## config.mk

```make
export PLATFORM = sky130hd
export DESIGN_NAME = memSequencer
export DESIGN_NICKNAME = d
export VERILOG_FILES = /design/src/hdl/memPkg.sv /design/src/hdl/memSequencer.sv
export SDC_FILE = /design/constraint.sdc
export NUM_CORES = 1
export LEC_CHECK = 0
export BUFFER_PORTS_ARGS = -buffer_cell sky130_fd_sc_hd__buf_2
export CAP_MARGIN = 10
export CORE_ASPECT_RATIO = 0.5
export CORE_MARGIN = 2
export CORE_UTILIZATION = 45
export DETAILED_ROUTE_END_ITERATION = 6
export PLACE_DENSITY = 0.76
export SYNTH_ARGS = -nofsm -noshare
export SYNTH_HDL_FRONTEND = slang
export SYNTH_SLANG_ARGS = --single-unit
export TNS_END_PERCENT = 100
```

## constraint.sdc

```tcl
create_clock -name clk -period 2.52 [get_ports clk]
set_clock_uncertainty 0.15 [all_clocks]
set_input_delay 0.504 -clock clk [delete_from_list [all_inputs] [get_ports clk]]
set_output_delay 0.504 -clock clk [all_outputs]
set_load 0.03 [all_outputs]
```

## src/hdl/memPkg.sv

```systemverilog
package memPkg;

    // client side widths
    localparam int ADDR_W = 32;
    localparam int DATA_W = 32;

    // ram side
    localparam int BYTE_W     = 8;
    localparam int RAM_ADDR_W = 12;
    localparam int RAM_DEPTH  = 1 << RAM_ADDR_W;

    // counts 0..N for a load, so one step past a full word
    localparam int CNT_W = 3;

    typedef enum logic [1:0] {
        LEN1    = 2'd0,
        LEN2    = 2'd1,
        LEN4    = 2'd2,
        LEN_RSV = 2'd3
    } accessLen_t;

    // byte count of an access
    function automatic logic [CNT_W-1:0] lenBytes(accessLen_t len);
        logic [CNT_W-1:0] n;
        case (len)
            LEN1: begin
                n = CNT_W'(1);
            end
            LEN2: begin
                n = CNT_W'(2);
            end
            LEN4: begin
                n = CNT_W'(4);
            end
            default: begin
                // reserved code, treated as a full word
                n = CNT_W'(4);
            end
        endcase
        return n;
    endfunction

endpackage

```

## src/hdl/memSequencer.sv

```systemverilog
`timescale 1ns/1ps

module memSequencer
    import memPkg::*;
(
    input  logic                  clk,
    input  logic                  rst,
    input  logic                  i_hold,

    input  logic                  i_reqValid,
    input  logic                  i_reqStore,
    input  accessLen_t            i_reqLen,
    input  logic [ADDR_W-1:0]     i_reqAddr,
    input  logic [DATA_W-1:0]     i_reqWdata,
    output logic                  o_reqReady,

    output logic                  o_respValid,
    output logic [DATA_W-1:0]     o_respRdata,

    output logic                  o_ramWe,
    output logic [RAM_ADDR_W-1:0] o_ramAddr,
    output logic [BYTE_W-1:0]     o_ramWdata,
    input  logic [BYTE_W-1:0]     i_ramRdata
);

    typedef enum logic [1:0] {
        ST_IDLE,
        ST_LOAD,
        ST_STORE,
        ST_RESP
    } seqState_t;

    seqState_t             state;
    logic [CNT_W-1:0]      cnt;
    logic [CNT_W-1:0]      numBytes;
    logic [1:0]            capIdx;
    logic                  accept;

    logic                  storeQ;
    accessLen_t            lenQ;
    logic [RAM_ADDR_W-1:0] addrQ;
    logic [DATA_W-1:0]     wdataQ;
    logic [DATA_W-1:0]     asmQ;
    logic [DATA_W-1:0]     lenMask;

    assign numBytes = lenBytes(lenQ);
    assign accept   = i_reqValid && o_reqReady;

    // ram output lags the address by one cycle
    assign capIdx = 2'(cnt - 1'b1);

    assign o_reqReady = (state == ST_IDLE) && !i_hold;

    always_ff @(posedge clk) begin
        if (rst) begin
            state <= ST_IDLE;
            cnt   <= '0;
        end else if (!i_hold) begin
            case (state)
                ST_IDLE: begin
                    if (accept) begin
                        state <= i_reqStore ? ST_STORE : ST_LOAD;
                        cnt   <= '0;
                    end
                end
                ST_LOAD: begin
                    // one extra step to collect the last byte
                    cnt <= cnt + 1'b1;
                    if (cnt == numBytes) begin
                        state <= ST_RESP;
                    end
                end
                ST_STORE: begin
                    cnt <= cnt + 1'b1;
                    if (cnt == numBytes - 1'b1) begin
                        state <= ST_RESP;
                    end
                end
                ST_RESP: begin
                    state <= ST_IDLE;
                end
                default: begin
                    state <= ST_IDLE;
                end
            endcase
        end
    end

    // request fields and load assembly
    always_ff @(posedge clk) begin
        if (!i_hold) begin
            if (accept) begin
                storeQ <= i_reqStore;
                lenQ   <= i_reqLen;
                addrQ  <= i_reqAddr[RAM_ADDR_W-1:0];
                wdataQ <= i_reqWdata;
            end else if (state == ST_LOAD && cnt != '0) begin
                // little endian so byte k lands in lane k
                asmQ[capIdx*BYTE_W +: BYTE_W] <= i_ramRdata;
            end
        end
    end

    // address wraps at the top of ram
    assign o_ramAddr  = addrQ + RAM_ADDR_W'(cnt);
    assign o_ramWdata = wdataQ[cnt[1:0]*BYTE_W +: BYTE_W];
    assign o_ramWe    = (state == ST_STORE) && !i_hold;

    // upper lanes may still hold bytes of an earlier load
    always_comb begin
        case (lenQ)
            LEN1: begin
                lenMask = DATA_W'({BYTE_W{1'b1}});
            end
            LEN2: begin
                lenMask = DATA_W'({(2*BYTE_W){1'b1}});
            end
            default: begin
                lenMask = '1;
            end
        endcase
    end

    // pulse waits out a hold
    assign o_respValid = (state == ST_RESP) && !i_hold;
    assign o_respRdata = storeQ ? '0 : (asmQ & lenMask);

endmodule

```

==> results.yml <==
status:
  outcome: "finished, violations left"
  failed_checks: "setup timing"
placed_design:
  gp_congestion: 0.764
  dp_slack_ns: 0.0653
  io_buffer_count: 113
  dp.final_hpwl_um: 5760
pwr:
  p_per_area_nw_per_um2: 668
  p_sw_share_pct: 23.9
  power.static_leakage_nw: 2.10
  power_frac_clock_pct: 38.3
  combPwrFrac_pct: 12.7
  ir_drop_mv: 0.461
  intPower_mw: 2.54
  power_switching_mw: 0.795
  p_seq_share_pct: 48.9
routing:
  avgViaCountPerCell: 4.86
  vias: 2454
  drc_errors: 0
  routed_wl_um: 7730
  drt_pass1_iterations: 4
  wire_per_inst_um: 15.3
  drt_first_iter_violations: 125
  antenna_left: 0
critical_path:
  worstPathArrival_ns: 1.92
  path_max_fanout: 3
  crit_type: "reg -> out"
  worstSetupEndpointType: "primary output"
  required_ns: 1.87
  cp-start-kind: "register"
cells_and_area:
  fillers: 630
  drive_gt1_share_pct: 41.5
  antenna_cells: 0
  mostFrequentLayoutCells: "buf_2 (105), edfxtp_1 (79), and2_1 (60)"
  multiInputGateArea_sq_um: 1400
  seqCellArea_sq_um: 2470
  mostFrequentLayoutCell: "buf_2"
  final_nets: 484
  syn_to_final_growth_pct: 29.5
  utilization_pct: 61.3
synth:
  post-synth-top-area-fraction_pct: 61.6
  synth-seq-cells: 84
  synth.cell_area_sq_um: 3850
  ys_async_sr_fraction_pct: 0
  ys_warn_count: 0
  synth_ff_type: "edfxtp_1"
  avgSynthCellArea_sq_um: 14.9
  yosys-top-cells-area: "edfxtp_1 (62%), and2_1 (9.9%), ha_1 (5.2%)"
  synth-edff-count: 79
  synth_nets: 354
  synth_cell_types: 40
  yosysSeqAreaShare_pct: 64.2
  synth_area_leader_cell: "edfxtp_1"
  netlist_instances: 258
sta:
  slew_headroom_pct: 46.5
  hold_viol: 0
  fmax_mhz: 389
  tightest_slew_ns: 0.797
  maxSlewViolCount: 0
  rsz0062_at_grt: "true"
  fin_crit_sh_pct: 102
  post-route-worst-setup-slack_ns: -0.0493
  setup_violations: 5
  period_minus_slack_ns: 2.57
  hold-worst-slack_ns: 0.196
die:
  initial_core_util_pct: 47.3
  die_w_um: 135
  die_h_um: 69.4
  io_pins: 134
  die-area_sq_um: 9360
  core_area_sq_um: 8140
  num_rows: 23
clocking:
  cts_tree: "built"
  cts_hold_buf: 0
  clkTransAtPathRegs_ns: 0.06
  ctsLongestPathBuffers: 2
  numCtsBuffers: 9
  cts_root_buf: "clkbuf_16"
  insertion_delay_ns: 0.33
  htree_levels: 3
  clkSinkCount: 84
worst_hold_path:
  hold_class: "in -> reg"
run:
  maxCapViolations: 0
global_route:
  grt_pass1_wl_um: 12500
  grt.overflow.total: 0
  track_usage_pct: 17.3
  grt_pass1_vias: 2541
  antenna_found_initial: 0
  grt_max_degree: 29
==> per-layer routing <==
| layer | track usage, % | vias up | share of wire [%] |
|---|---|---|---|
| met2 | 29.9 | 77 | 51 |
| met3 | 5.63 | 5 | 5.9 |
| met1 | 21.1 | 1172 | 42 |
| met5 | 0 | - | 0 |
| met4 | 4.56 | 0 | 0.74 |
| li1 | - | 1200 | - |
==> cell families (layout without fill, tap and decap cells) <==
kind of cell	after synthesis	count (layout)	share of synthesized area [%]
adders and majority gates	17	17	5.72
muxes	11	11	5.59
buffers and inverters	10	145	1.10
AOI/OAI and AO/OA	17	17	3.54
DFF	84	84	64.2
and+or+nand+nor	107	107	16.8
xor gates and xnor gates	12	12	3.09
==> layout make-up <==
cell class / instances / area share, %
clock buffer: 9 / 4.51
clock inverter: 7 / 1.33
inverter: 6 / 0.451
multi-input combinational: 164 / 28.0
sequential: 84 / 49.6
timing repair buffer: 123 / 13.3
tap: 112 / 2.81
==> Yosys cell counts, types with 2 or more instances <==
cell / instances
mux2i_1: 2
inv_1: 5
and2_1: 61
dfxtp_1: 5
nand2b_1: 4
a21o_1: 2
xnor2_1: 4
nor2_1: 6
nor3b_1: 2
nor3_1: 5
nand2_1: 5
nand4_1: 4
mux4_2: 8
nand3_1: 2
a211o_1: 2
a21oi_1: 5
ha_1: 16
edfxtp_1: 79
nor2b_1: 14
xor2_1: 7
==> through the flow <==
stage / power, mW / TNS [ns] / std cells / instance area [sq um]
after floorplan: 1.92 / 0 / 258 / 3850
after global placement: 2.05 / 0 / 486 / 4590
after detailed placement: 2.07 / 0 / 486 / 4590
after CTS: 3.36 / -0.307 / 505 / 4970
after global routing: 3.48 / -0.892 / 505 / 4990
final: 3.33 / -0.198 / 505 / 4990
==> worst max-delay path, cell delays in order (launching register included) <==
cell	delay (ns)
edfxtp_1	0.37
ha_2	0.20
fa_2	0.37
a21oi_4	0.18
nor2_2	0.06
nand4_1	0.10
xnor2_1	0.13
buf_4	0.18
==> registers in the layout (all words and copies together) (netlist names) <==
name    flops
storeQ      1
cnt         3
addrQ      12
state       2
lenQ        2
wdataQ     32
asmQ       32
==> power groups by stage <==
stage / Combinational [mW] / Sequential (mW) / Clock (mW)
6_report: 0.425 / 1.63 / 1.28
5_1_grt: 0.461 / 1.63 / 1.38
4_1_cts: 0.425 / 1.63 / 1.31
3_5_place_dp: 0.412 / 1.66 / 0
3_3_place_gp: 0.395 / 1.65 / 0
2_1_floorplan: 0.273 / 1.65 / 0
==> timing repair <==
action | in CTS | in global routing
endpoints found under the setup margin | 9 | 13
setup buffers | 3 | 0
hold endpoints to repair | 0 | 0
resized for setup | 16 | 8
pin swaps | 8 | 2
==> worst paths after layout <==
check	startpoint	end	slack (ns)	cells past startpoint
worst min-delay path	i_reqWdata[18]	wdataQ[18]	0.20	1
worst min register to register	state[0]	state[0]	0.39	2
worst max-delay path	addrQ[0]	o_ramAddr[10]	-0.05	7
worst max register to register	lenQ[1]	state[1]	0.09	6
No activity file was read; power rests on OpenSTA's default activity.
