$ cat src/hdl/memPkg.sv
package memPkg;

    // client side widths
    localparam int ADDR_W = 32;
    localparam int DATA_W = 32;

    // ram side
    localparam int BYTE_W     = 8;
    localparam int RAM_ADDR_W = 12;
    localparam int RAM_DEPTH  = 1 << RAM_ADDR_W;

    // counts 0..N for a load, so one step past a full word
    localparam int CNT_W = 3;

    typedef enum logic [1:0] {
        LEN1    = 2'd0,
        LEN2    = 2'd1,
        LEN4    = 2'd2,
        LEN_RSV = 2'd3
    } accessLen_t;

    // byte count of an access
    function automatic logic [CNT_W-1:0] lenBytes(accessLen_t len);
        logic [CNT_W-1:0] n;
        case (len)
            LEN1: begin
                n = CNT_W'(1);
            end
            LEN2: begin
                n = CNT_W'(2);
            end
            LEN4: begin
                n = CNT_W'(4);
            end
            default: begin
                // reserved code, treated as a full word
                n = CNT_W'(4);
            end
        endcase
        return n;
    endfunction

endpackage

$ cat src/hdl/memArbiter.sv
`timescale 1ns/1ps

module memArbiter
    import memPkg::*;
(
    input  logic              clk,
    input  logic              rst,

    input  logic              i_fetchValid,
    input  logic [ADDR_W-1:0] i_fetchAddr,
    output logic              o_fetchReady,

    input  logic              i_dataValid,
    input  logic              i_dataStore,
    input  accessLen_t        i_dataLen,
    input  logic [ADDR_W-1:0] i_dataAddr,
    input  logic [DATA_W-1:0] i_dataWdata,
    output logic              o_dataReady,

    output logic              o_reqValid,
    output logic              o_reqStore,
    output accessLen_t        o_reqLen,
    output logic [ADDR_W-1:0] o_reqAddr,
    output logic [DATA_W-1:0] o_reqWdata,
    input  logic              i_reqReady,

    input  logic              i_respValid,
    input  logic [DATA_W-1:0] i_respRdata,

    output logic              o_fetchRespValid,
    output logic [DATA_W-1:0] o_fetchInst,
    output logic              o_dataRespValid,
    output logic [DATA_W-1:0] o_dataRdata
);

    logic ownerData;
    logic accept;

    // data port has priority
    assign o_reqValid = i_dataValid || i_fetchValid;
    assign o_reqStore = i_dataValid ? i_dataStore : 1'b0;
    assign o_reqLen   = i_dataValid ? i_dataLen : LEN4;
    assign o_reqAddr  = i_dataValid ? i_dataAddr : i_fetchAddr;
    assign o_reqWdata = i_dataValid ? i_dataWdata : '0;

    assign o_dataReady  = i_reqReady;
    assign o_fetchReady = i_reqReady && !i_dataValid;

    assign accept = o_reqValid && i_reqReady;

    // owner of the transaction in flight
    always_ff @(posedge clk) begin
        if (rst) begin
            ownerData <= 1'b0;
        end else if (accept) begin
            ownerData <= i_dataValid;
        end
    end

    assign o_fetchRespValid = i_respValid && !ownerData;
    assign o_dataRespValid  = i_respValid && ownerData;

    assign o_fetchInst = ownerData ? '0 : i_respRdata;
    assign o_dataRdata = ownerData ? i_respRdata : '0;

endmodule

$ cat config.mk
export PLATFORM = sky130hd
export DESIGN_NAME = memArbiter
export DESIGN_NICKNAME = d
export VERILOG_FILES = /design/src/hdl/memPkg.sv /design/src/hdl/memArbiter.sv
export SDC_FILE = /design/constraint.sdc
export NUM_CORES = 1
export LEC_CHECK = 0
export ABC_AREA = 1
export BUFFER_PORTS_ARGS = -buffer_cell sky130_fd_sc_hd__buf_2
export CAP_MARGIN = 5
export CORE_AREA = 4 4 105 107
export DETAILED_ROUTE_END_ITERATION = 8
export DIE_AREA = 0 0 109 111
export MAX_ROUTING_LAYER = met4
export PLACE_DENSITY = 0.47
export SYNTH_ARGS = -nofsm -noshare
export SYNTH_HDL_FRONTEND = slang
export SYNTH_SLANG_ARGS = --single-unit
$ cat constraint.sdc
create_clock -name clk -period 1.2 [get_ports clk]
set_input_delay 0.06 -clock clk [delete_from_list [all_inputs] [get_ports clk]]
set_output_delay 0.06 -clock clk [all_outputs]
set_load 0.05 [all_outputs]
==> results of run 1 <==
-- metal layers --
metal  up-vias  share of wire (%)  GRT usage, %
met5         -                  0             -
met4         0                  0         0.421
met3         0                 10          1.11
met2       149                 52          21.3
met1      1044                 38          11.7
li1       1378                  -             -
-- area by class of cell --
class                   instances  area (sq um)  area share [%]
multi-input cells             203           768            27.2
well taps                     136           170            6.03
flip-flops and latches          1          21.3           0.754
repair buffers                279          1480            52.4
inverters                     102           383            13.6
-- how the worst max path moves through the flow --
stage / from / end / cells past startpoint
2_1_floorplan: ownerData / o_fetchInst[10] / 3
3_3_place_gp: i_dataValid / o_reqAddr[9] / 6
3_5_place_dp: ownerData / o_dataRdata[6] / 4
4_1_cts: ownerData / o_dataRdata[6] / 4
5_1_grt: ownerData / o_dataRdata[6] / 4
6_report: ownerData / o_dataRdata[4] / 4
-- synthesized netlist by cell type, drive strengths merged --
library cell / n / share of area [%]
dfxtp: 1 / 1.5
a21oi: 1 / 0.38
inv: 102 / 29
or2: 2 / 0.96
nor2: 34 / 9.8
nand2: 166 / 48
buf: 19 / 10
-- through the flow --
stage	hold WS (ns)	cell area [sq um]	total power [mW]
global placement	0.230	2820	1.91
CTS	0.235	2820	1.92
detailed placement	0.235	2820	1.92
global route	0.253	2820	2.03
finish	0.235	2820	1.91
floorplan	0.129	1300	1.36
-- kinds of logic (layout without fill, tap and decap cells) --
kind of cell | count (synthesis) | count (layout) | synth area share [%]
buffers and inverters | 121 | 381 | 39.5
and+or+nand+nor | 202 | 202 | 58.6
AOI/OAI and AO/OA | 1 | 1 | 0.384
DFF | 1 | 1 | 1.54
-- power by group --
group / switching [mW] / total (mW) / internal (mW)
logic: 1.39 / 1.87 / 0.477
clock network: 0 / 0 / 0
registers: 0.00434 / 0.0409 / 0.0366
total: 1.39 / 1.91 / 0.513
==> flow_metrics.tcl, run 1 <==
set metrics [dict create \
    crit_type "reg -> out" \
    io_buffers 272 \
    grt_max_degree 38 \
    start_util_pct 12.8 \
    hold_class "in -> reg" \
    drc 0 \
    r2r_cells 3 \
    grt_pass1_vias 2404 \
    gp_congestion 0.808 \
    top_register "ownerData" \
    diodes 0 \
    post-cts-setup-buffers 0 \
    largestRegisters "ownerData x1" \
    ant_nets 0 \
    setup_slack_ns 0.187 \
    fin_tns_setup_ns 0 \
    crit_required_ns 1.14 \
    skew_ns 0 \
    drt-initial-drc-count 78 \
    grt_setup_unrepaired "no" \
    r2r_end "ownerData" \
    reg2reg_slack_ns 0.29 \
    core_sq_um 10100 \
    wl_per_cell_microns 10.1 \
    ys_warn_count 0 \
    yosysUniqueCellTypes 11 \
    viasPerCell 3.57 \
    synth_seq_cells 1 \
    cp_top_family "buffers and inverters" \
    post-route-period-util_pct 84.4 \
    finalWirelength_mm 7.25 \
    drive_gt1_share_pct 48.2 \
    fmax_mhz 987 \
    cp_max_fo 37 \
    slew_violations 0 \
    yosysSeqAreaShare_pct 1.54 \
    num_rows 37 \
    hold_buffers 0 \
    pwr_density_cell_nw_per_um2 676 \
    cts_resized 0 \
    final_cells 721 \
    status "complete, no violations" \
    synth_cells 325 \
    n_fill_cell 1171 \
    dp_hpwl_mm 6.61 \
    antenna_found_initial 0 \
    cp_num_buf_inv 3 \
    largest_register_ffs 1 \
    worstPathCellList "buf_12, nand2_1, inv_1, buf_2" \
    worstHoldPathCells 2 \
    fin_nets 724 \
    finalCriticalPeriod_ns 1.01 \
    worst_slew_pin_slew_ns 0.276 \
    dp_worst_setup_slack_ns 0.184 \
    relSlewSlack_pct 81.7 \
    clkLatencyLatePin_ns 0 \
    grt_overflow 0 \
    arrival_ns 0.95 \
    dieHeight_microns 111 \
    slowest_stage "dfxtp_2" \
    maxCapViolations 0 \
    dp_cells 721 \
    final_common_cell "buf_2" \
    vias 2571 \
    hold_viol 0 \
    hp-start "rst" \
    p_leak_nw 2.46 \
    ir_drop_mv 0.289 \
    grt_pass1_wl_mm 10.8 \
    critPathMaxStageDelay_ns 0.38 \
    layout_common_cells "buf_2 (271), nand2_1 (166), inv_1 (101)" \
    syn2layout_area_growth_pct 117 \
    hold_end "ownerData" \
    endpoint_kind "output port" \
    startpoint_type "register" \
    die_w_microns 109 \
    syn_nets 462 \
    clk_pin_slew_ns 0 \
    track_usage_pct 10.7 \
    dr.pass1.iters 4 \
    avgSynthCellArea_sq_um 4.01 \
    fin_util_pct 27.8 \
    syn_area_sq_um 1300 \
    io_pins 273 \
    r2r-start "ownerData" \
    die_area_sq_um 12100 \
    finalSetupViolCount 0 \
]
Note: power is estimated with default switching activity, not from simulation.
==> inputs of run 2 (changes only) <==
- CORE_AREA: 4 4 105 107 -> 4 4 103 105
- DIE_AREA: 0 0 109 111 -> 0 0 107 109
- PLACE_DENSITY: 0.47 -> 0.49
- clock period: 1.2 -> 1.05 ns (I/O delays scaled with it)
==> run 2 against run 1 <==
  * Clock skew is the same
  * Global-route usage fell by 0.15 points
  * Die area is 3.6% lower
  * First-iteration DRC count up 55%
  * Sequential share of layout area hardly changed
  * Design area is 9.8% higher
  * Critical endpoint is now o_dataRdata[5]
  * Largest power group unchanged
==> flow_metrics.tcl, run 2 (synthesis gave the netlist of run 1 again) <==
set metrics [dict create \
    die_w_microns 107 \
    fin_area_sq_um 3100 \
    cp_max_fo 21 \
    swShare_pct 71.5 \
    viasPerCell 3.57 \
    hold_buffers 0 \
    skew_ns 0 \
    dieHeight_microns 109 \
    finalCriticalPeriod_ns 1.01 \
    grt_max_degree 37 \
    wl_per_cell_microns 9.84 \
    largestRegisters "ownerData x1" \
    clkPwrFrac_pct 0 \
    maxCapViolations 0 \
    vias 2567 \
    finalSetupViolCount 0 \
    fin_nets 726 \
    status "complete, no violations" \
    track_usage_pct 10.5 \
    core_sq_um 9640 \
    relSlewSlack_pct 81.9 \
    power_frac_comb_pct 97.9 \
    crit_required_ns 1.00 \
    grt_pass1_vias 2362 \
    internal_power_mw 0.655 \
    endpoint_kind "output port" \
    clkLatencyLatePin_ns 0 \
    io_pins 273 \
    met3_usage_pct 1.30 \
    p_seq_share_pct 2.1 \
    slowest_stage "dfxtp_4" \
    ant_nets 0 \
    arrival_ns 0.96 \
    holdWs_ns 0.209 \
    drive_gt1_share_pct 53.5 \
    top_register "ownerData" \
    syn2layout_area_growth_pct 138 \
    critPathMaxStageDelay_ns 0.39 \
    dr.pass1.iters 4 \
    io_buffers 272 \
    grt_pass1_wl_mm 10.2 \
    post-route-period-util_pct 96.1 \
    hold_class "in -> reg" \
    p_leak_nw 2.50 \
    clk_pin_slew_ns 0 \
    use_met1_pct 11.3 \
    antenna_found_initial 0 \
    layout_common_cells "buf_2 (248), nand2_1 (166), inv_1 (101)" \
    place_area_sq_um 3040 \
    hold_viol 0 \
    dp_hpwl_mm 6.35 \
    ir_drop_mv 0.402 \
    top_usage_layer "met2" \
    slew_violations 0 \
    final_common_cell "buf_2" \
    drc 0 \
    fmax_mhz 991 \
    finalWirelength_mm 7.09 \
    num_rows 36 \
    p_sw_mw 1.64 \
    diodes 0 \
    start_util_pct 13.5 \
    pwr_density_cell_nw_per_um2 742 \
    grt_overflow 0 \
    startpoint_type "register" \
    drt-initial-drc-count 121 \
    die_area_sq_um 11700 \
    gp_congestion 0.804 \
    power.total_mw 2.30 \
    largest_register_ffs 1 \
    grtUsageMet2_pct 21.3 \
    worstPathCellList "buf_12, nand2_1, inv_1, clkbuf_4" \
    crit_type "reg -> out" \
    worst_slew_pin_slew_ns 0.273 \
    post-cts-setup-buffers 0 \
]
run 2: cell types whose count changed in the layout (fill, tap and decap cells not counted), moves of 2 or more:
cell      previous run  this run
buf_12               5         7
buf_2              271       248
buf_4                3        10
clkbuf_4             0        16
nor2_1              34         4
nor2_2               0         9
nor2_4               0        21
run 2: final cells by class:
| class | count | area (sq um) |
|---|---|---|
| Multi-Input combinational cell | 203 | 948 |
| Inverter | 102 | 383 |
| Timing Repair Buffer | 281 | 1580 |
| Sequential cell | 1 | 23.8 |
| Tap cell | 133 | 166 |
| Fill cell | 1127 | 6540 |
run 2: worst paths after layout:
| kind | from | end | slack [ns] | cells after the start |
|---|---|---|---|---|
| worst max register to register | ownerData | ownerData | 0.19 | 3 |
| worst max-delay path | ownerData | o_dataRdata[5] | 0.04 | 4 |
| worst min register to register | ownerData | ownerData | 0.71 | 3 |
| worst min-delay path | rst | ownerData | 0.21 | 2 |
run 2: metrics by stage:
step | util, % | setup slack, ns | std cells | setup TNS, ns
after floorplan | - | -0.130 | 325 | -1.55
after CTS | 31.5 | 0.0168 | 720 | 0
after global routing | 32.1 | -0.0146 | 720 | -0.0308
final | 32.1 | 0.0413 | 720 | 0
after detailed placement | 31.5 | 0.0170 | 720 | 0
after global placement | 31.5 | 0.0256 | 720 | 0
run 2: what timing repair did:
item	CTS	global route
endpoints found under the hold margin	0	0
setup endpoints to repair	0	24
gates resized for setup	0	32
run 2: metal layers:
| layer | part of all wire [%] | routed length [microns] | vias up |
|---|---|---|---|
| met3 | 9.9 | 702 | 8 |
| li1 | - | - | 1383 |
| met4 | 1.2 | 87 | 0 |
| met5 | 0 | 0 | - |
| met1 | 35 | 2500 | 1025 |
| met2 | 54 | 3800 | 151 |
run 2: worst max-delay path, delay by kind of cell, from the launching register on:
kind                   cells  cell delay [ns]
AND/OR/NAND/NOR            1             0.08
buffers and inverters      3             0.48
flip-flops                 1             0.39
run 2: power by group through the flow:
stage	registers [mW]	logic [mW]	clock network, mW
floorplan	0.0425	1.60	0
global placement	0.0488	2.24	0
detailed placement	0.0489	2.25	0
CTS	0.0489	2.25	0
global route	0.0498	2.39	0
finish	0.0485	2.25	0
